## src/hdl/aes_ctrl_pkg.sv

```systemverilog
// Shared types for the AES round sequencer
// Sparse handshake encoding, key length, datapath selectors
// and the per-rail command and input structs

package aes_ctrl_pkg;

  ////////////////////////////////////////////////////////////////////////////
  // Sparse two-valued encoding
  ////////////////////////////////////////////////////////////////////////////

  // One rail per bit of a sparse signal
  parameter int Sp2VWidth = 3;

  typedef enum logic [Sp2VWidth-1:0] {
    SP2V_HIGH = 3'b011,
    SP2V_LOW  = 3'b100
  } sp2v_e;

  // Rail bits that are active-high in SP2V_HIGH
  parameter logic [Sp2VWidth-1:0] SP2V_LOGIC_HIGH = 3'b011;

  ////////////////////////////////////////////////////////////////////////////
  // Key length and round counter
  ////////////////////////////////////////////////////////////////////////////

  typedef enum logic [2:0] {
    AES_128 = 3'b001,
    AES_192 = 3'b010,
    AES_256 = 3'b100
  } key_len_e;

  parameter int RndCtrWidth = 4; // Enough for 14 rounds

  ////////////////////////////////////////////////////////////////////////////
  // Datapath selectors, one-hot
  ////////////////////////////////////////////////////////////////////////////

  typedef enum logic [2:0] {
    STATE_INIT  = 3'b001, // Load plaintext
    STATE_ROUND = 3'b010, // Full round
    STATE_FINAL = 3'b100  // Last round, no MixColumns
  } state_sel_e;

  typedef enum logic [2:0] {
    ADD_RK_INIT  = 3'b001,
    ADD_RK_ROUND = 3'b010,
    ADD_RK_FINAL = 3'b100
  } add_rk_sel_e;

  // Datapath commands of one rail, and of all rails once combined
  typedef struct packed {
    state_sel_e             state_sel;
    logic                   state_we;
    add_rk_sel_e            add_rk_sel;
    logic                   key_expand_en;
    logic [RndCtrWidth-1:0] rnd_ctr;
  } cipher_ctrl_t;

  // One rail's bits of the checked handshake inputs
  typedef struct packed {
    logic in_valid;
    logic out_ready;
  } rail_in_t;

endpackage
```

## src/hdl/aes_round_ctrl.sv

```systemverilog
// AES round sequencer, top level
// Encoding checker, three redundant control rails and the rail combiner

`timescale 1ns/1ns

module aes_round_ctrl import aes_ctrl_pkg::*; (
  input  logic          clk_i,
  input  logic          rst_ni,

  // Input handshake
  input  sp2v_e         in_valid_i,
  output sp2v_e         in_ready_o,

  // Output handshake
  output sp2v_e         out_valid_o,
  input  sp2v_e         out_ready_i,

  input  key_len_e      key_len_i,    // Sampled at acceptance

  input  logic          alert_fatal_i,
  output logic          alert_o,

  output cipher_ctrl_t  ctrl_o        // Datapath commands
);

  // Per-rail inputs from the checker
  rail_in_t     [Sp2VWidth-1:0] rail_in;
  logic                         sp_enc_err;

  // Rail outputs
  logic         [Sp2VWidth-1:0] sp_in_ready;
  logic         [Sp2VWidth-1:0] sp_out_valid;
  cipher_ctrl_t [Sp2VWidth-1:0] rail_ctrl;
  logic         [Sp2VWidth-1:0] rail_alert;

  logic                         mr_err;

  ////////////////////////////////////////////////////////////////////////////
  // Input encoding check
  ////////////////////////////////////////////////////////////////////////////

  aes_sp2v_chk aes_sp2v_chk_i (
    .in_valid_i   ( in_valid_i     ),
    .out_ready_i  ( out_ready_i    ),
    .key_len_i    ( key_len_i      ),
    .accept_i     ( sp_in_ready[0] ),
    .rail_in_o    ( rail_in        ),
    .sp_enc_err_o ( sp_enc_err     )
  );

  ////////////////////////////////////////////////////////////////////////////
  // Redundant rails
  ////////////////////////////////////////////////////////////////////////////

  // Rail polarity follows the bit pattern of SP2V_HIGH
  for (genvar i = 0; i < Sp2VWidth; i++) begin : gen_rail
    aes_round_rail #(
      .ActiveHigh ( SP2V_LOGIC_HIGH[i] )
    ) aes_round_rail_i (
      .clk_i         ( clk_i           ),
      .rst_ni        ( rst_ni          ),
      .rail_in_i     ( rail_in[i]      ),
      .key_len_i     ( key_len_i       ),
      .sp_enc_err_i  ( sp_enc_err      ),
      .mr_err_i      ( mr_err          ),
      .alert_fatal_i ( alert_fatal_i   ),
      .in_ready_o    ( sp_in_ready[i]  ), // Gathered into sparse output
      .out_valid_o   ( sp_out_valid[i] ), // Gathered into sparse output
      .ctrl_o        ( rail_ctrl[i]    ), // OR-combined
      .alert_o       ( rail_alert[i]   )  // OR-combined
    );
  end

  // Rail bits form the sparse handshake outputs directly
  assign in_ready_o  = sp2v_e'(sp_in_ready);
  assign out_valid_o = sp2v_e'(sp_out_valid);

  ////////////////////////////////////////////////////////////////////////////
  // Rail combination
  ////////////////////////////////////////////////////////////////////////////

  aes_rail_combine aes_rail_combine_i (
    .rail_ctrl_i  ( rail_ctrl  ),
    .rail_alert_i ( rail_alert ),
    .ctrl_o       ( ctrl_o     ),
    .alert_o      ( alert_o    ),
    .mr_err_o     ( mr_err     )  // Back to every rail
  );

endmodule

```

## src/hdl/aes_rail_combine.sv

```systemverilog
// Combiner for the rail outputs
// OR of the command structs and alerts, plus rail mismatch detection

`timescale 1ns/1ns

module aes_rail_combine import aes_ctrl_pkg::*; (
  input  cipher_ctrl_t [Sp2VWidth-1:0]  rail_ctrl_i,
  input  logic         [Sp2VWidth-1:0]  rail_alert_i,

  output cipher_ctrl_t                  ctrl_o,
  output logic                          alert_o,
  output logic                          mr_err_o
);

  logic [$bits(cipher_ctrl_t)-1:0] ctrl_or;
  logic [Sp2VWidth-1:0]            rail_diff;

  ////////////////////////////////////////////////////////////////////////////
  // OR combination
  ////////////////////////////////////////////////////////////////////////////

  // A single active rail is enough to set an output bit
  always_comb begin : combine_ctrl
    ctrl_or = '0;
    for (int i = 0; i < Sp2VWidth; i++) begin
      ctrl_or = ctrl_or | rail_ctrl_i[i];
    end
  end

  assign ctrl_o = cipher_ctrl_t'(ctrl_or);

  assign alert_o = |rail_alert_i;

  ////////////////////////////////////////////////////////////////////////////
  // Mismatch detection
  ////////////////////////////////////////////////////////////////////////////

  // A rail that differs from the OR result disagrees with at least one other
  // rail, even when the OR itself still forms a valid one-hot code
  always_comb begin : compare_rails
    for (int i = 0; i < Sp2VWidth; i++) begin
      rail_diff[i] = (rail_ctrl_i[i] != ctrl_or);
    end
  end

  assign mr_err_o = |rail_diff;

endmodule

```

## src/hdl/aes_round_rail.sv

```systemverilog
// One rail of the AES round control FSM
// Round counter, round limit register and terminal error state

`timescale 1ns/1ns

module aes_round_rail import aes_ctrl_pkg::*; #(
  parameter bit ActiveHigh = 1'b1 // Polarity of this rail's handshake bits
) (
  input  logic          clk_i,
  input  logic          rst_ni,

  input  rail_in_t      rail_in_i,
  input  key_len_e      key_len_i,

  input  logic          sp_enc_err_i,
  input  logic          mr_err_i,
  input  logic          alert_fatal_i,

  output logic          in_ready_o,
  output logic          out_valid_o,
  output cipher_ctrl_t  ctrl_o,
  output logic          alert_o
);

  // Round counts per key length
  localparam logic [RndCtrWidth-1:0] NumRnd128 = 4'd10;
  localparam logic [RndCtrWidth-1:0] NumRnd192 = 4'd12;
  localparam logic [RndCtrWidth-1:0] NumRnd256 = 4'd14;

  // Codes at Hamming distance 3 or more, anything else lands in ERROR
  typedef enum logic [5:0] {
    IDLE  = 6'b001001,
    ROUND = 6'b010011,
    FINAL = 6'b100110,
    OUT   = 6'b011100,
    ERROR = 6'b110101
  } rail_state_e;

  rail_state_e            state_d, state_q;
  logic [RndCtrWidth-1:0] rnd_ctr_d, rnd_ctr_q;
  logic [RndCtrWidth-1:0] rnd_lim_d, rnd_lim_q;
  logic [RndCtrWidth-1:0] rnd_lim_new;

  logic                   in_valid;
  logic                   out_ready;
  logic                   in_ready;
  logic                   out_valid;
  logic                   err;

  ////////////////////////////////////////////////////////////////////////////
  // Rail polarity
  ////////////////////////////////////////////////////////////////////////////

  assign in_valid  = ActiveHigh ? rail_in_i.in_valid  : ~rail_in_i.in_valid;
  assign out_ready = ActiveHigh ? rail_in_i.out_ready : ~rail_in_i.out_ready;

  assign in_ready_o  = ActiveHigh ? in_ready  : ~in_ready;
  assign out_valid_o = ActiveHigh ? out_valid : ~out_valid;

  assign err = sp_enc_err_i | mr_err_i | alert_fatal_i;

  // Round limit for the block being accepted
  always_comb begin : rnd_lim_sel
    case (key_len_i)
      AES_192: rnd_lim_new = NumRnd192;
      AES_256: rnd_lim_new = NumRnd256;
      default: rnd_lim_new = NumRnd128; // Invalid codes raise sp_enc_err
    endcase
  end

  ////////////////////////////////////////////////////////////////////////////
  // FSM
  ////////////////////////////////////////////////////////////////////////////

  always_comb begin : fsm_comb
    state_d   = state_q;
    rnd_ctr_d = rnd_ctr_q;
    rnd_lim_d = rnd_lim_q;
    in_ready  = 1'b0;
    out_valid = 1'b0;
    alert_o   = 1'b0;
    ctrl_o    = '0;

    case (state_q)
      IDLE: begin
        in_ready = 1'b1;
        if (in_valid) begin
          // Initial AddRoundKey in the acceptance cycle
          ctrl_o.state_sel  = STATE_INIT;
          ctrl_o.state_we   = 1'b1;
          ctrl_o.add_rk_sel = ADD_RK_INIT;
          rnd_ctr_d         = 4'd1;
          rnd_lim_d         = rnd_lim_new;
          state_d           = ROUND;
        end
      end

      ROUND: begin
        ctrl_o.state_sel     = STATE_ROUND;
        ctrl_o.state_we      = 1'b1;
        ctrl_o.add_rk_sel    = ADD_RK_ROUND;
        ctrl_o.key_expand_en = 1'b1;
        ctrl_o.rnd_ctr       = rnd_ctr_q;
        rnd_ctr_d            = rnd_ctr_q + 4'd1;
        if (rnd_ctr_q == rnd_lim_q - 4'd1) begin
          state_d = FINAL;
        end
      end

      FINAL: begin
        // Last round key is still expanded here
        ctrl_o.state_sel     = STATE_FINAL;
        ctrl_o.state_we      = 1'b1;
        ctrl_o.add_rk_sel    = ADD_RK_FINAL;
        ctrl_o.key_expand_en = 1'b1;
        ctrl_o.rnd_ctr       = rnd_ctr_q;
        state_d              = OUT;
      end

      OUT: begin
        out_valid = 1'b1; // Held under back-pressure
        if (out_ready) begin
          rnd_ctr_d = '0;
          state_d   = IDLE;
        end
      end

      ERROR: begin
        alert_o = 1'b1; // Terminal, left only by reset
      end

      default: begin
        state_d = ERROR;
      end
    endcase

    // Any error overrides the regular next state
    if (err) begin
      state_d = ERROR;
    end
  end

  always_ff @(posedge clk_i or negedge rst_ni) begin : fsm_regs
    if (!rst_ni) begin
      state_q   <= IDLE;
      rnd_ctr_q <= '0;
      rnd_lim_q <= NumRnd128;
    end else begin
      state_q   <= state_d;
      rnd_ctr_q <= rnd_ctr_d;
      rnd_lim_q <= rnd_lim_d;
    end
  end

endmodule

```

## src/hdl/aes_sp2v_chk.sv

```systemverilog
// Encoding checker for the sparse handshake inputs and the key length
// Splits the handshake inputs into one struct per rail

`timescale 1ns/1ns

module aes_sp2v_chk import aes_ctrl_pkg::*; (
  input  sp2v_e                     in_valid_i,
  input  sp2v_e                     out_ready_i,
  input  key_len_e                  key_len_i,
  input  logic                      accept_i,    // Rail 0 ready bit

  output rail_in_t [Sp2VWidth-1:0]  rail_in_o,
  output logic                      sp_enc_err_o
);

  logic in_valid_err;
  logic out_ready_err;
  logic key_len_err;
  logic key_len_used;

  // Handshake inputs must carry one of the two legal codes at all times
  assign in_valid_err  = !(in_valid_i inside {SP2V_HIGH, SP2V_LOW});
  assign out_ready_err = !(out_ready_i inside {SP2V_HIGH, SP2V_LOW});

  // Key length only matters when a block is taken in
  assign key_len_used = accept_i && (in_valid_i == SP2V_HIGH);
  assign key_len_err  = key_len_used &&
                        !(key_len_i inside {AES_128, AES_192, AES_256});

  assign sp_enc_err_o = in_valid_err | out_ready_err | key_len_err;

  ////////////////////////////////////////////////////////////////////////////
  // Per-rail slicing
  ////////////////////////////////////////////////////////////////////////////

  // Bad codes pass through as they are, so the rails split on them as well
  always_comb begin : slice_rails
    for (int i = 0; i < Sp2VWidth; i++) begin
      rail_in_o[i].in_valid  = in_valid_i[i];
      rail_in_o[i].out_ready = out_ready_i[i];
    end
  end

endmodule

```

## config.mk

```make
export PLATFORM = sky130hd
export DESIGN_NAME = aes_round_ctrl
export DESIGN_NICKNAME = d
export VERILOG_FILES = /design/src/hdl/aes_ctrl_pkg.sv /design/src/hdl/aes_round_ctrl.sv /design/src/hdl/aes_rail_combine.sv /design/src/hdl/aes_round_rail.sv /design/src/hdl/aes_sp2v_chk.sv
export SDC_FILE = /design/constraint.sdc
export NUM_CORES = 1
export LEC_CHECK = 0
export ABC_AREA = 1
export BUFFER_PORTS_ARGS = -buffer_cell sky130_fd_sc_hd__buf_4
export CAP_MARGIN = 30
export CORE_UTILIZATION = 40
export DETAILED_ROUTE_END_ITERATION = 10
export PLACE_DENSITY = 0.63
export SKIP_CTS_REPAIR_TIMING = 1
export SYNTH_ARGS = -nofsm -noshare
export SYNTH_HDL_FRONTEND = slang
export SYNTH_HIERARCHICAL = 1
export SYNTH_SLANG_ARGS = --single-unit
```

## constraint.sdc

```tcl
create_clock -name clk_i -period 6.04 [get_ports clk_i]
set_input_delay 0.302 -clock clk_i [delete_from_list [all_inputs] [get_ports clk_i]]
set_output_delay 0.302 -clock clk_i [all_outputs]
set_load 0.005 [all_outputs]
```

# Word level (Yosys, flattened, before mapping)
# Cells that the tools add are included.
# word_totals
register_bits	42
latch_bits	0
ramBits	0
mem_bits_ro	0
input_bits	12
out_inout_bits	19
wordCells	138
memories	0
# classes
n_addsub	6
mul	0
n_div	0
n_lt_le_gt_ge	0
eq_ne	46
shift	0
mux	43
bitwise	9
reduce_logical	25
# ops
cell	count
6-bit case mux with 5 select lines	3
6-bit two-way mux	12
7-bit case mux with 3 select lines	3
6-bit by 5-bit equality test with 1-bit output, second input constant	6
6-bit equality test, second input constant	6
12-bit inequality test	3
4-bit case mux with 3 select lines	3
5-bit two-way mux	6
4-bit two-way mux	6
12-bit OR	2
6-bit by 4-bit equality test with 1-bit output, second input constant	3
2-bit inequality test, second input constant	8
4-bit by 1-bit adder with 4-bit output, second input constant	3
4-bit equality test	3
3-bit by 2-bit inequality test with 1-bit output, second input constant	4
3-bit inequality test, second input constant	4
4-bit AND reduction	3
3-bit nonzero test	4
4-bit by 1-bit subtractor with 4-bit output, second input constant	3
3-bit by 2-bit equality test with 1-bit output, second input constant	3
3-bit equality test, second input constant	3
1-bit two-way mux	9
3-bit AND reduction	3
3-bit case mux with 2 select lines	1
11 further kinds	25

# Longest topological paths before layout
# logic_depth
depth_word	11
ltp_mapped	23
ltp_nobuf	22

# By module
# The synthesis kept the hierarchy.
# modules_own_cells
mod	instances	cells_each	area_each_um2	seq_area_each_um2
aes_round_rail (gen_rail[0].aes_round_rail_i ...)	2	144	977.2	304.0
aes_round_rail (gen_rail[2].aes_round_rail_i)	1	130	922.1	304.0
aes_rail_combine	1	102	427.9	0.0
aes_sp2v_chk	1	28	140.1	0.0

# Worst setup path before layout
# No wires, ideal clock.
# synth_path
kind	register -> register
start	reg gen_rail[0].aes_round_rail_i.state_q[3]
end	reg gen_rail[2].aes_round_rail_i.state_q[2]
setup_time_ps	117
t_arrival_ps	2494
required_time_ps	5923
slack_ps	3429
stages_incl_launch_ff	21
period_less_slack_ps	2611
path_cell_list	dfstp_2 > nor2_1 > nand4_4 > nand2_1 > inv_1 > nand2_1 > nor2_2 > nand2_2 > nand2_1 > nand2_1 > nor2_1 > nand2_1 > nor2_1 > nand2_1 > nor3_2 > buf_2 > nand2_1 > nor2_1 > nor2_2 > nand4_1 > nand2_1
# synth_rtl
item	line	source
from (decl)	aes_round_rail.sv:39	rail_state_e state_d, state_q;
from (signal assigned)	aes_round_rail.sv:149	state_q <= state_d;
to (signal assigned)	aes_round_rail.sv:149	
to (decl)	aes_round_rail.sv:39	

==> results.sh <==
export IMPL_critical_path_most_common_cell="nand2_1"
export IMPL_m1WireLength_um=3970
export IMPL_power_share_switching_pct=28.1
export IMPL_synth_area_um2=3440
export IMPL_wl_per_cell_um=12.7
export IMPL_maxCapViolCount=0
export IMPL_setup_tns_ns=0
export IMPL_vias=3300
export IMPL_drc=0
export IMPL_grt_max_degree=37
export IMPL_hold_worst_slack_ns=-0.0195
export IMPL_crit_fanout=11
export IMPL_final_cell_mix="nand2_1, inv_1, nor2_1"
export IMPL_dieArea_um2=8990
export IMPL_status="complete, but fails checks"
export IMPL_track_usage_pct=20.6
export IMPL_switchingPower_uw=137
export IMPL_gp_congestion=0.937
export IMPL_num_antenna_cells=0
export IMPL_highest_layer="met4"
export IMPL_p_int_uw=350
export IMPL_antenna_found_initial=0
export IMPL_startpoint_type="register"
export IMPL_cts_buffer_depth=2
export IMPL_insertion_delay_ns=0.28
export IMPL_ant_nets=0
export IMPL_crit_path_top_delay_cell="nor3_2"
export IMPL_syn2layout_area_growth_pct=9.30
export IMPL_yosysUniqueCellTypes=33
export IMPL_synth_seq_area_share_pct=26.5
export IMPL_dp_cells=667
export IMPL_finalWirelength_um=8550
export IMPL_clock_sinks=36
export IMPL_path_class="register to register"
export IMPL_seq_power_share_pct=51.7
export IMPL_yosysWarningCount=6
export IMPL_core_um2=8260
export IMPL_worstMarginPinSlew_ns=0.707
export IMPL_fmax_ghz=0.309
export IMPL_slew_violations=0
export IMPL_final_nets=587
export IMPL_path_clk_slew_ns=0.08
export IMPL_final_hold_viol_count=18
export IMPL_synthCells=548
export IMPL_final_common_cell="nand2_1"
export IMPL_crit_arrival_ns=3.45
export IMPL_leakage_uw=0.00212
export IMPL_drt_initial_drc_count=187
export IMPL_dp_hpwl_um=6860
export IMPL_pwr_density_cell_nw_per_um2=129
export IMPL_cts_root_buffer="clkbuf_8"
export IMPL_ys_ff_latch=36
export IMPL_die_w_um=94.8
export IMPL_grt_first_pass_wirelength_um=14400
export IMPL_pwr_share_clk_pct=34.8
export IMPL_wl_met3_um=300
export IMPL_drive_above_1_share_pct=19.8
export IMPL_die_h_um=94.8
export IMPL_cts_buffers=5
export IMPL_violations="negative hold slack"
export IMPL_synthFlopType="dfrtp_1"
export IMPL_cp_end_kind="register"
export IMPL_num_rows=33
export IMPL_period_needed_ns=3.23
export IMPL_cts_tree="done"
export IMPL_start_util_pct=41.7
export IMPL_critical_path_required_ns=6.26
export IMPL_combPwrFrac_pct=13.5
export IMPL_ctsHtreeMaxLevel=2
export IMPL_grt_pass1_vias=3023
export IMPL_irDropWorstVdd_mv=0.0995
export IMPL_ios=31
export IMPL_hold_class="primary input to asynchronous set/reset pin"
export IMPL_setup_viol=0
export IMPL_synth_edf_count=0
export IMPL_clock_skew_ns=0.00962
export IMPL_fin_cells=675
export IMPL_design_area_um2=3760
export IMPL_dpl_cell_area_um2=3680
export IMPL_drt_pass1_iter_count=4
export IMPL_rsz0062_at_grt="no"
export IMPL_slew_headroom_pct=52.6
export IMPL_avgSynthCellArea_um2=6.29
export IMPL_ys_async_sr_fraction_pct=100
export IMPL_via_per_inst=4.89
export IMPL_syn_nets=566
export IMPL_max_stage_delay_ns=0.66
export IMPL_crit_chain="nor2_1 > nand4_4 > nand2_1 > inv_1 > nor2_1 > inv_1 > o21ai_0 > nand2_1 > nor2_2 > nand2_1 > nor2_1 > nand2_1 > nor3_2 > nand2_1 > nor2_1 > nor2_2 > nand3_2 > nand2_1 > nand2_1"
export IMPL_min_period_over_period_pct=53.5
export IMPL_wl_met2_um=4210
export IMPL_portBuffers=30
export IMPL_grt_overflow=0
-- through the flow --
stage	total power (uW)	util, %	setup WS, ns
floorplan	300	-	3.43
global placement	321	44.6	2.93
detailed placement	322	44.6	2.85
CTS	496	45.6	2.83
global route	513	45.6	2.44
finish	487	45.6	2.81
-- cells by family (layout without fill, tap and decap cells) --
kind of cell | Yosys count | after routing | share of synthesized area (%)
AO/OA/AOI/OAI | 59 | 59 | 8.90
XOR/XNOR | 2 | 2 | 0.509
adder cells (fa/ha/maj) | 6 | 6 | 2.18
buffers and inverters | 118 | 140 | 14.8
flip-flops | 36 | 36 | 26.5
AND/OR/NAND/NOR | 327 | 327 | 47.1
-- layer usage --
layer  GRT usage [%]  vias to the layer above
li1                -                     1737
met1            26.7                     1500
met2            36.5                       55
met3            2.90                        8
met4            3.66                        0
met5               0                        -
-- sequential cells by signal, summed over array words and instances (netlist names) --
register                             count
gen_rail.aes_round_rail_i/rnd_lim_q      6
gen_rail.aes_round_rail_i/state_q       18
gen_rail.aes_round_rail_i/rnd_ctr_q     12
-- worst max-delay path: cells and delay by family, from the launching register on --
family / cells / cell delay (ns)
and+or+nand+nor: 16 / 2.45
AOI/OAI and AO/OA: 1 / 0.09
DFF: 1 / 0.41
buffers and inverters: 2 / 0.18
-- path summary, 6_finish.rpt --
path                                                               from                                         to  slack (ns)  depth (start not counted)
max in group asynchronous                                        rst_ni  gen_rail[2].aes_round_rail_i/rnd_lim_q[1]        5.68                          1
worst max-delay path            gen_rail[1].aes_round_rail_i/state_q[2]    gen_rail[2].aes_round_rail_i/state_q[2]        2.81                         19
worst min register to register  gen_rail[2].aes_round_rail_i/state_q[0]    gen_rail[2].aes_round_rail_i/state_q[0]        0.50                          2
min in group clk_i                                        alert_fatal_i    gen_rail[0].aes_round_rail_i/state_q[4]        0.36                          3
worst max register to register  gen_rail[1].aes_round_rail_i/state_q[2]    gen_rail[2].aes_round_rail_i/state_q[2]        2.81                         19
worst min-delay path                                             rst_ni    gen_rail[1].aes_round_rail_i/state_q[2]       -0.02                          1
-- power groups by stage --
| stage | registers (uW) | clock network, uW | logic, uW |
|---|---|---|---|
| floorplan | 255 | 0 | 44.7 |
| CTS | 252 | 178 | 66.5 |
| global route | 252 | 186 | 74.3 |
| detailed placement | 256 | 0 | 66.3 |
| global placement | 256 | 0 | 65.1 |
| finish | 252 | 169 | 65.8 |
-- area by class of cell --
class	count	area, um^2
multi-input cells	394	2020
repair buffers	30	225
fillers	900	4490
flip-flops and latches	36	912
clock inverters	1	5.00
inverters	102	393
clock buffers	7	76.3
well taps	105	131
-- cell usage after synthesis, types with 2 or more instances --
cell,count,area (um^2)
nand2_4,5,56.3
ha_1,6,75.1
nand4_4,2,42.5
nor3_4,2,32.5
dfstp_2,9,236
nand3_4,3,52.6
a21oi_1,5,25.0
a21oi_2,2,17.5
nor2_2,13,81.3
or2_2,2,12.5
nor3_2,3,30.0
inv_2,13,48.8
nor2_4,4,45.0
nor2_1,61,229
buf_4,15,113
nand3_2,7,70.1
dfrtp_1,27,676
nand4_1,20,125
o21ai_0,45,225
clkinv_4,2,17.5
nand2_2,8,50.1
o21ai_1,6,30.0
nand3_1,23,115
inv_1,87,327
nor3_1,4,20.0
nand2_1,167,627
No activity file was read; power rests on OpenSTA's default activity.
